**config.mk**
```make
export PLATFORM = sky130hd
export DESIGN_NAME = arc_game
export DESIGN_NICKNAME = d
export VERILOG_FILES = /design/src/hdl/arc_game_pkg.sv /design/src/hdl/arc_cen.sv /design/src/hdl/arc_vtimer.sv /design/src/hdl/arc_mem_map.sv /design/src/hdl/arc_sys_regs.sv /design/src/hdl/arc_game.sv
export SDC_FILE = /design/constraint.sdc
export NUM_CORES = 1
export LEC_CHECK = 0
export ABC_AREA = 1
export ABC_CLOCK_PERIOD_IN_PS = 1900
export BUFFER_PORTS_ARGS = -buffer_cell sky130_fd_sc_hd__buf_2
export CAP_MARGIN = 20
export CORE_MARGIN = 4
export CORE_UTILIZATION = 37
export DETAILED_ROUTE_END_ITERATION = 6
export HOLD_SLACK_MARGIN = 0.03
export PLACE_DENSITY = 0.71
export RECOVER_POWER = 100
export SLEW_MARGIN = 20
export SYNTH_ARGS = -nofsm -noshare
export SYNTH_HDL_FRONTEND = slang
export SYNTH_SLANG_ARGS = --single-unit
```
**constraint.sdc**
```tcl
create_clock -name clk -period 1.9 [get_ports clk]
set_input_delay 0.095 -clock clk [delete_from_list [all_inputs] [get_ports clk]]
set_output_delay 0.095 -clock clk [all_outputs]
set_load 0.01 [all_outputs]
```
**src/hdl/arc_game_pkg.sv**
```systemverilog
// Arcade game glue definitions
package arc_game_pkg;

    // Video geometry, pixels per line and lines per frame
    localparam int H_TOTAL  = 32;
    localparam int H_ACTIVE = 24;
    localparam int V_TOTAL  = 16;
    localparam int V_ACTIVE = 12;

    // Sync placement inside the blanking intervals
    localparam int HS_START = 26;
    localparam int HS_END   = 27;
    localparam int VS_LINE  = 13;

    // Main CPU register map
    typedef enum logic [1:0] {
        REG_CTRL   = 2'd0,
        REG_BANK   = 2'd1,
        REG_LATCH  = 2'd2,
        REG_STATUS = 2'd3
    } reg_sel_e;

    // Main CPU bus as seen by the register block
    typedef struct packed {
        logic        cs;
        logic        rnw;
        logic [1:0]  dsn;       // Active low, bit 0 is the low byte lane
        reg_sel_e    addr;
        logic [15:0] dout;
    } cpu_bus_t;

    // Board configuration latches
    typedef struct packed {
        logic       flip;
        logic       video_en;
        logic [5:0] tile_bank;
    } sys_cfg_t;

    // Video timing bundle
    typedef struct packed {
        logic       hblank;
        logic       vblank;
        logic       hs;
        logic       vs;
        logic       vint;
        logic [7:0] hdump;
        logic [7:0] vrender;
    } vid_timing_t;

    // Tile engine requests before gating and banking
    typedef struct packed {
        logic [11:0] char_addr;
        logic [15:0] scr1_addr;
        logic [15:0] scr2_addr;
        logic [19:0] obj_addr;
    } gfx_addr_t;

    // Graphics ROM addresses after the mapper
    typedef struct packed {
        logic [11:0] char_addr;
        logic [18:0] scr1_addr;
        logic [18:0] scr2_addr;
        logic [19:0] obj_addr;
    } gfx_adj_t;

endpackage

```
**src/hdl/arc_cen.sv**
```systemverilog
// Clock-enable generator
`timescale 1ns/1ps

module arc_cen (
    input  logic clk,
    input  logic rst_n,
    output logic pxl2_cen,
    output logic pxl_cen,
    output logic snd_cen
);

    // Free-running divider, every enable is decoded from it
    logic [2:0] div_cnt;

    always_ff @(posedge clk or negedge rst_n) begin
        if (!rst_n) begin
            div_cnt  <= 3'd0;
            pxl2_cen <= 1'b0;
            pxl_cen  <= 1'b0;
            snd_cen  <= 1'b0;
        end else begin
            div_cnt  <= div_cnt + 3'd1;
            // Divide by 2
            pxl2_cen <= div_cnt[0];
            // Divide by 4
            pxl_cen  <= &div_cnt[1:0];
            // Divide by 8
            snd_cen  <= &div_cnt;
        end
    end

endmodule

```
**src/hdl/arc_vtimer.sv**
```systemverilog
// Video timing generator
`timescale 1ns/1ps

module arc_vtimer (
    input  logic                      clk,
    input  logic                      rst_n,
    input  logic                      pxl_cen,
    output arc_game_pkg::vid_timing_t timing,
    output logic [7:0]                frame_cnt
);

    import arc_game_pkg::*;

    logic [7:0] hdump;
    logic [7:0] vrender;
    logic       vint;
    logic       line_end;
    logic       frame_end;
    logic       vint_hit;

    // Last pixel of a line and last line of a frame
    assign line_end  = hdump == 8'(H_TOTAL - 1);
    assign frame_end = vrender == 8'(V_TOTAL - 1);

    // Next enable moves to the first blank line with hdump 0
    assign vint_hit = pxl_cen && line_end && (vrender == 8'(V_ACTIVE - 1));

    always_ff @(posedge clk or negedge rst_n) begin
        if (!rst_n) begin
            hdump   <= 8'd0;
            vrender <= 8'd0;
        end else if (pxl_cen) begin
            if (line_end) begin
                hdump <= 8'd0;
                if (frame_end) begin
                    vrender <= 8'd0;
                end else begin
                    vrender <= vrender + 8'd1;
                end
            end else begin
                hdump <= hdump + 8'd1;
            end
        end
    end

    // Interrupt pulse and frame count move on the same edge
    always_ff @(posedge clk or negedge rst_n) begin
        if (!rst_n) begin
            vint      <= 1'b0;
            frame_cnt <= 8'd0;
        end else begin
            vint <= vint_hit;
            if (vint_hit) begin
                frame_cnt <= frame_cnt + 8'd1;
            end
        end
    end

    // Blanking and syncs decode straight from the counters
    assign timing.hblank  = hdump >= 8'(H_ACTIVE);
    assign timing.vblank  = vrender >= 8'(V_ACTIVE);
    assign timing.hs      = (hdump >= 8'(HS_START)) && (hdump <= 8'(HS_END));
    assign timing.vs      = vrender == 8'(VS_LINE);
    assign timing.vint    = vint;
    assign timing.hdump   = hdump;
    assign timing.vrender = vrender;

endmodule

```
**src/hdl/arc_mem_map.sv**
```systemverilog
// Graphics ROM address mapper
`timescale 1ns/1ps

module arc_mem_map (
    input  logic                    clk,
    input  logic                    rst_n,
    input  arc_game_pkg::sys_cfg_t  cfg,
    input  logic                    obj_cs,
    input  arc_game_pkg::gfx_addr_t pre_addr,
    output arc_game_pkg::gfx_adj_t  adj_addr,
    output logic                    gfx_cs
);

    import arc_game_pkg::*;

    gfx_adj_t adj_next;
    logic     cs_next;

    // Upper half of a scroll layer's tile space goes through its bank
    function automatic logic [18:0] bank_scroll(
        input logic [15:0] addr,
        input logic [2:0]  bank
    );
        if (addr[15]) begin
            bank_scroll = {1'b1, bank, addr[14:0]};
        end else begin
            bank_scroll = {4'd0, addr[14:0]};
        end
    endfunction

    always_comb begin
        adj_next = '0;
        // Characters only fetch with the display on
        if (cfg.video_en) begin
            adj_next.char_addr = pre_addr.char_addr;
        end
        adj_next.scr1_addr = bank_scroll(pre_addr.scr1_addr, cfg.tile_bank[2:0]);
        adj_next.scr2_addr = bank_scroll(pre_addr.scr2_addr, cfg.tile_bank[5:3]);
        if (obj_cs) begin
            adj_next.obj_addr = pre_addr.obj_addr;
        end
    end

    assign cs_next = cfg.video_en | obj_cs;

    // Single stage, a new request may enter every clk
    always_ff @(posedge clk or negedge rst_n) begin
        if (!rst_n) begin
            adj_addr <= '0;
            gfx_cs   <= 1'b0;
        end else begin
            adj_addr <= adj_next;
            gfx_cs   <= cs_next;
        end
    end

endmodule

```
**src/hdl/arc_sys_regs.sv**
```systemverilog
// System control registers
`timescale 1ns/1ps

module arc_sys_regs (
    input  logic                   clk,
    input  logic                   rst_n,
    input  arc_game_pkg::cpu_bus_t bus,
    output logic [15:0]            cpu_din,
    output arc_game_pkg::sys_cfg_t cfg,
    output logic [7:0]             snd_latch,
    output logic                   snd_irqn,
    input  logic                   snd_ack,
    input  logic                   vblank,
    input  logic [7:0]             frame_cnt,
    input  logic [7:0]             game_id,
    input  logic [7:0]             st_addr,
    output logic [7:0]             st_dout
);

    import arc_game_pkg::*;

    logic       wr_en;
    logic       rd_en;
    logic       latch_wr;
    logic [7:0] ctrl_byte;
    logic [7:0] rd_data;

    // Registers sit on the low byte lane only
    assign wr_en    = bus.cs && !bus.rnw && !bus.dsn[0];
    assign rd_en    = bus.cs && bus.rnw;
    assign latch_wr = wr_en && (bus.addr == REG_LATCH);

    assign ctrl_byte = {6'd0, cfg.video_en, cfg.flip};

    always_ff @(posedge clk or negedge rst_n) begin
        if (!rst_n) begin
            cfg       <= '0;
            snd_latch <= 8'd0;
        end else if (wr_en) begin
            case (bus.addr)
                REG_CTRL: begin
                    cfg.flip     <= bus.dout[0];
                    cfg.video_en <= bus.dout[1];
                end
                REG_BANK:  cfg.tile_bank <= bus.dout[5:0];
                REG_LATCH: snd_latch     <= bus.dout[7:0];
                // Status is read-only
                default: ;
            endcase
        end
    end

    // Latch interrupt, a new write beats the acknowledge
    always_ff @(posedge clk or negedge rst_n) begin
        if (!rst_n) begin
            snd_irqn <= 1'b1;
        end else if (latch_wr) begin
            snd_irqn <= 1'b0;
        end else if (snd_ack) begin
            snd_irqn <= 1'b1;
        end
    end

    always_comb begin
        case (bus.addr)
            REG_CTRL:  rd_data = ctrl_byte;
            REG_BANK:  rd_data = {2'd0, cfg.tile_bank};
            REG_LATCH: rd_data = snd_latch;
            default:   rd_data = {snd_irqn, vblank, frame_cnt[5:0]};
        endcase
    end

    // CPU read data, valid the clk after the access
    always_ff @(posedge clk or negedge rst_n) begin
        if (!rst_n) begin
            cpu_din <= 16'd0;
        end else if (rd_en) begin
            cpu_din <= {8'd0, rd_data};
        end
    end

    // Debug status port, unmapped addresses keep the last value
    always_ff @(posedge clk or negedge rst_n) begin
        if (!rst_n) begin
            st_dout <= 8'd0;
        end else begin
            case (st_addr[7:4])
                4'd0: st_dout <= frame_cnt;
                4'd1: begin
                    case (st_addr[3:0])
                        4'd0: st_dout <= snd_latch;
                        4'd1: st_dout <= {2'd0, cfg.tile_bank};
                        4'd2: st_dout <= game_id;
                        default: ;
                    endcase
                end
                4'd2, 4'd3: st_dout <= ctrl_byte;
                default: ;
            endcase
        end
    end

endmodule

```
**src/hdl/arc_game.sv**
```systemverilog
// Arcade game glue top level
`timescale 1ns/1ps

module arc_game (
    input  logic                      clk,
    input  logic                      rst_n,
    // Main CPU
    input  arc_game_pkg::cpu_bus_t    bus,
    output logic [15:0]               cpu_din,
    // Debug status
    input  logic [7:0]                game_id,
    input  logic [7:0]                st_addr,
    output logic [7:0]                st_dout,
    // Sound CPU side
    output logic [7:0]                snd_latch,
    output logic                      snd_irqn,
    input  logic                      snd_ack,
    // Tile engine requests
    input  logic                      obj_cs,
    input  arc_game_pkg::gfx_addr_t   pre_addr,
    output arc_game_pkg::gfx_adj_t    adj_addr,
    output logic                      gfx_cs,
    // Clock enables and video
    output logic                      pxl_cen,
    output logic                      pxl2_cen,
    output logic                      snd_cen,
    output arc_game_pkg::vid_timing_t timing,
    output logic                      flip
);

    import arc_game_pkg::*;

    sys_cfg_t   cfg;
    logic [7:0] frame_cnt;

    assign flip = cfg.flip;

    arc_cen u_cen (
        .clk      ( clk      ),
        .rst_n    ( rst_n    ),
        .pxl2_cen ( pxl2_cen ),
        .pxl_cen  ( pxl_cen  ),
        .snd_cen  ( snd_cen  )
    );

    arc_vtimer u_vtimer (
        .clk       ( clk       ),
        .rst_n     ( rst_n     ),
        .pxl_cen   ( pxl_cen   ),
        .timing    ( timing    ),
        .frame_cnt ( frame_cnt )
    );

    arc_mem_map u_mem_map (
        .clk      ( clk      ),
        .rst_n    ( rst_n    ),
        .cfg      ( cfg      ),
        .obj_cs   ( obj_cs   ),
        .pre_addr ( pre_addr ),
        .adj_addr ( adj_addr ),
        .gfx_cs   ( gfx_cs   )
    );

    arc_sys_regs u_sys_regs (
        .clk       ( clk           ),
        .rst_n     ( rst_n         ),
        .bus       ( bus           ),
        .cpu_din   ( cpu_din       ),
        .cfg       ( cfg           ),
        .snd_latch ( snd_latch     ),
        .snd_irqn  ( snd_irqn      ),
        .snd_ack   ( snd_ack       ),
        .vblank    ( timing.vblank ),
        .frame_cnt ( frame_cnt     ),
        .game_id   ( game_id       ),
        .st_addr   ( st_addr       ),
        .st_dout   ( st_dout       )
    );

endmodule

```
==> summary by stage <==
Worst setup path
Data arrives at the worst endpoint at 1.60 ns. The worst register-to-register path has a depth of 9. The startpoint of the worst register-to-register path is u_vtimer.hdump[1]$_DFFE_PN0P_. The worst register-to-register path has a setup slack of 0.24 ns. The capturing element type of the critical path is an output port. The type of the worst setup path is flip-flop to output port.

The data required time of the worst path is 1.80 ns. The maximum fanout encountered on the critical timing path is 4. The worst register-to-register path ends at u_vtimer.frame_cnt[7]$_DFFE_PN0P_. The critical path startpoint category is a flip-flop.

Drt
The overall via count from detail_route is 4798. The first-pass detailed-route iteration total is 5. In this run the remaining antenna-violating nets after routing total 0. For this run, design rule violations remaining after detail routing come to 0. The routed wirelength normalized by instance count is 14.5 um. The first routing iteration left 256 violations. The total detailed-routing wirelength is 15600 um.

The detail-routed via count per cell is 4.44.

Clocking
The H-tree was split into 4 levels. TritonCTS built the clock tree. The total CTS buffers is 17. In this run the deepest clock path goes through 2 buffers.

The later-pin clock latency in the skew report is 0.42 ns. The number of gates resized after CTS is 0. The clock-pin slew of the registers on the worst-case setup and hold paths is 0.06 ns. The clock drives 135 sinks.

The root buffer cell chosen for the clock tree is sky130_fd_sc_hd__clkbuf_16.

Floorplanning
The region available for standard cell placement spans 0.0145 mm2. The floorplan has 44 rows. During I/O placement, the number of pins put on the boundary was 235. The die boundary height is 130 um. Measured along the x axis, the die boundary spans 130 um. The die covers 0.0168 mm2. For this configuration, the core starts out at a cell density of 37.7%.

Worst hold path
The terminating pin of the worst hold path is u_mem_map.adj_addr[6]$_DFF_PN0_. The path class of the lowest-slack min-delay path is input port to flip-flop. The cell depth of the worst min-delay path is 3. In this run the most critical hold path is launched from obj_cs.

Outcome
The flow ran to the end, and the final reports show no timing, DRC or antenna violations.

Synth
The dominant combinational cell family by area after synthesis is simple AND/OR/NAND/NOR gates. By area the synthesized netlist is led by sky130_fd_sc_hd__dfrtp_1 61%, sky130_fd_sc_hd__nand2_1 11%, sky130_fd_sc_hd__inv_1 6.0%. The mux share of post-synthesis cell area is 0%. The average instance area after synthesis is 9.53 um2.

The flop and latch count out of synthesis is 135. The adder-cell share of the synthesized area is 1.83%. Of all cell types, the one taking the most synthesized area is sky130_fd_sc_hd__dfrtp_1. The area share of and/or/nand/nor cells after synthesis is 20.1%. The most used flip-flop cell after synthesis is sky130_fd_sc_hd__dfrtp_1. Counting instances in the post-synthesis netlist gives the leading cell types as 159 x sky130_fd_sc_hd__nand2_1, 134 x sky130_fd_sc_hd__dfrtp_1, 87 x sky130_fd_sc_hd__inv_1.

The most common cell in the synthesized netlist is sky130_fd_sc_hd__nand2_1. The number of different library cells used by synthesis comes to 35. In this run the biggest area consumer among cell types represents 61.2% of the synthesized area.

Yosys mapped a number of flops with a built-in enable equal to 0. The proportion of register bits with asynchronous set or reset after synthesis is 100%. After synthesis, flip-flops and latches occupy 61.7% of the total area. In this run the cell area of the synthesized design comes to 0.00548 mm2. Of the total synthesized cell area, the portion taken by XOR and XNOR cells is 2.53%.

The Yosys step of the flow raised 0 warnings. The number of instances in the synthesized netlist is 575. Summing the areas of all compound-gate instances in the mapped netlist gives 5.23% of the synthesized area.

Timing
On the final layout, the worst clock skew is 0.00928 ns. The hold violation count in the final report is 0. The total negative setup slack is 0 ns. The number of max-slew violations in the final report is 0. Derived from the worst setup path, the maximum achievable clock frequency is 0.589 GHz. Setup violations remaining at the end of the flow were counted as 0. The final cycle utilization of the critical path is 89.3%. The worst pin sits at a relative slew slack of 11.7%. The final setup slack of the worst path is 0.203 ns. Setup repair after global routing left no endpoint under its margin.

The time the worst path needs with I/O delays and setup is 1.70 ns. For the pin with the worst max-slew slack, the measured transition is 1.32 ns.

Placement
Prior to clock tree synthesis, the placed netlist has a worst setup slack of 0.373 ns. The detailed placer's ending HPWL is 10900 um. The final weighted congestion of routability-driven global placement is 0.880. The cell count after placement is 972. The quantity of I/O buffers inserted on ports is 217.

Finish
At the end of the flow, the number of nets in the layout was 998. The number of antenna repair diodes is 0. The final standard cell count with taps included and fillers excluded is 1081. The fraction of layout cells with a size suffix above 1 is 15.9%. Compared with the post-synthesis result, the final layout area differs by 44.3%.

The number of filler cells placed in the layout is 1364.

Power and ir drop
Summed over all cells, the static leakage comes to 4.21 nW. The worst-case vdd ir drop is 0.000806 V. The power density relative to cell area is 935 mW/mm2.

GRT
The first global-routing pass estimated 25200 um of wire. In the global route stage, overall resource usage came out at 19.5%. The via count of the first global-routing pass is 4997.

The global route total overflow is 0. The largest net degree at the start of global routing is 53. The initial antenna violation count was 0.

Flow run
The max capacitance violation total is 0.
==> logic make-up (layout without fill, tap and decap cells) <==
| group | Yosys count | in the layout |
|---|---|---|
| fa+ha+maj | 8 | 8 |
| flops | 135 | 135 |
| xor+xnor | 15 | 15 |
| compound gates | 50 | 50 |
| buf+inv | 111 | 426 |
| other cells | 1 | 8 |
| simple gates | 255 | 255 |
==> report_power, final <==
group / switching [mW] / leakage [nW] / total [mW] / internal (mW)
registers: 0.177 / 1.71 / 3.27 / 3.10
clock network: 1.29 / 0.280 / 3.24 / 1.95
logic: 0.505 / 2.22 / 0.880 / 0.374
==> timing repair <==
action	CTS	global route
hold buffers	77	0
endpoints found under the hold margin	137	0
setup buffers	0	0
==> registers in the layout, summed over array words and instances (netlist names), 3 cells and up <==
signal / count
u_mem_map.adj_addr: 70
u_sys_regs.cfg: 8
u_sys_regs.cpu_din: 8
u_sys_regs.snd_latch: 8
u_sys_regs.st_dout: 8
u_vtimer.frame_cnt: 8
u_vtimer.hdump: 8
u_vtimer.vrender: 8
u_cen.div_cnt: 3
==> metal layers <==
layer  GRT usage [%]  up-vias  share of wire [%]
met5               0        -                  0
met4            6.66        0                1.2
met3            6.79       14                6.9
met2            33.5      145                 52
met1            22.7     2271                 40
li1                -     2368                  -
==> per-stage QoR <==
stage | utilization [%] | hold slack [ns] | total power [mW] | instance area, um2
floorplan | - | -0.201 | 3.65 | 5510
global placement | 46.6 | 0.0819 | 4.13 | 6780
detailed placement | 46.6 | 0.0831 | 4.15 | 6780
CTS | 55.9 | 0.0304 | 7.54 | 8130
global route | 54.4 | 0.0578 | 7.75 | 7910
finish | 54.4 | 0.0566 | 7.39 | 7910
==> placed cells by master, fill, tap and decap left out, types with 2 or more instances in the layout <==
cell type	n
sky130_fd_sc_hd__clkinv_4	4
sky130_fd_sc_hd__bufinv_16	2
sky130_fd_sc_hd__nand3_1	35
sky130_fd_sc_hd__clkinv_2	3
sky130_fd_sc_hd__inv_2	2
sky130_fd_sc_hd__buf_2	90
sky130_fd_sc_hd__clkinvlp_4	2
sky130_fd_sc_hd__a21oi_1	14
sky130_fd_sc_hd__dlygate4sd3_1	77
sky130_fd_sc_hd__nand2_1	162
sky130_fd_sc_hd__ha_1	8
sky130_fd_sc_hd__inv_6	2
sky130_fd_sc_hd__dfrtp_1	134
sky130_fd_sc_hd__nor3_1	3
sky130_fd_sc_hd__conb_1	8
sky130_fd_sc_hd__xnor2_1	6
sky130_fd_sc_hd__inv_1	88
sky130_fd_sc_hd__o21ai_0	23
sky130_fd_sc_hd__o21ai_1	2
sky130_fd_sc_hd__clkbuf_1	129
sky130_fd_sc_hd__buf_4	4
sky130_fd_sc_hd__xor2_1	9
sky130_fd_sc_hd__clkbuf_16	17
sky130_fd_sc_hd__o21ai_2	2
sky130_fd_sc_hd__nand2_2	3
sky130_fd_sc_hd__nor2_2	2
sky130_fd_sc_hd__clkbuf_2	4
sky130_fd_sc_hd__a41oi_1	4
sky130_fd_sc_hd__nand4_1	3
sky130_fd_sc_hd__a31oi_1	2
sky130_fd_sc_hd__nor2_1	42
==> worst max-delay path by stage <==
| stage | from | slack, ns | endpoint | cells past startpoint |
|---|---|---|---|---|
| final | u_vtimer.hdump[6]$_DFFE_PN0P_ | 0.20 | timing[18] | 5 |
| after global routing | u_vtimer.hdump[6]$_DFFE_PN0P_ | 0.06 | timing[18] | 5 |
| after CTS | u_vtimer.hdump[6]$_DFFE_PN0P_ | 0.21 | timing[18] | 5 |
| after detailed placement | u_vtimer.hdump[1]$_DFFE_PN0P_ | 0.37 | u_vtimer.frame_cnt[7]$_DFFE_PN0P_ | 9 |
| after global placement | u_vtimer.hdump[1]$_DFFE_PN0P_ | 0.43 | u_vtimer.frame_cnt[7]$_DFFE_PN0P_ | 9 |
| after floorplan | u_vtimer.hdump[1]$_DFFE_PN0P_ | 0.42 | u_vtimer.frame_cnt[0]$_DFFE_PN0P_ | 8 |
==> worst max-delay path: stages (launching register included) <==
cell,delay [ns]
sky130_fd_sc_hd__dfrtp_1,0.42
sky130_fd_sc_hd__nor2_1,0.27
sky130_fd_sc_hd__nand2_1,0.08
sky130_fd_sc_hd__inv_1,0.08
sky130_fd_sc_hd__o2111a_1,0.17
sky130_fd_sc_hd__clkbuf_1,0.16
==> cell type report <==
type | count | area, um2 | share of cell area (%)
flip-flops and latches | 135 | 3380 | 42.8
clock buffers | 19 | 433 | 5.48
well taps | 184 | 230 | 2.91
inverters | 91 | 343 | 4.34
multi-input cells | 336 | 1610 | 20.4
clock inverters | 13 | 149 | 1.88
repair buffers | 303 | 1760 | 22.3
(Power assumes the default switching activity.)
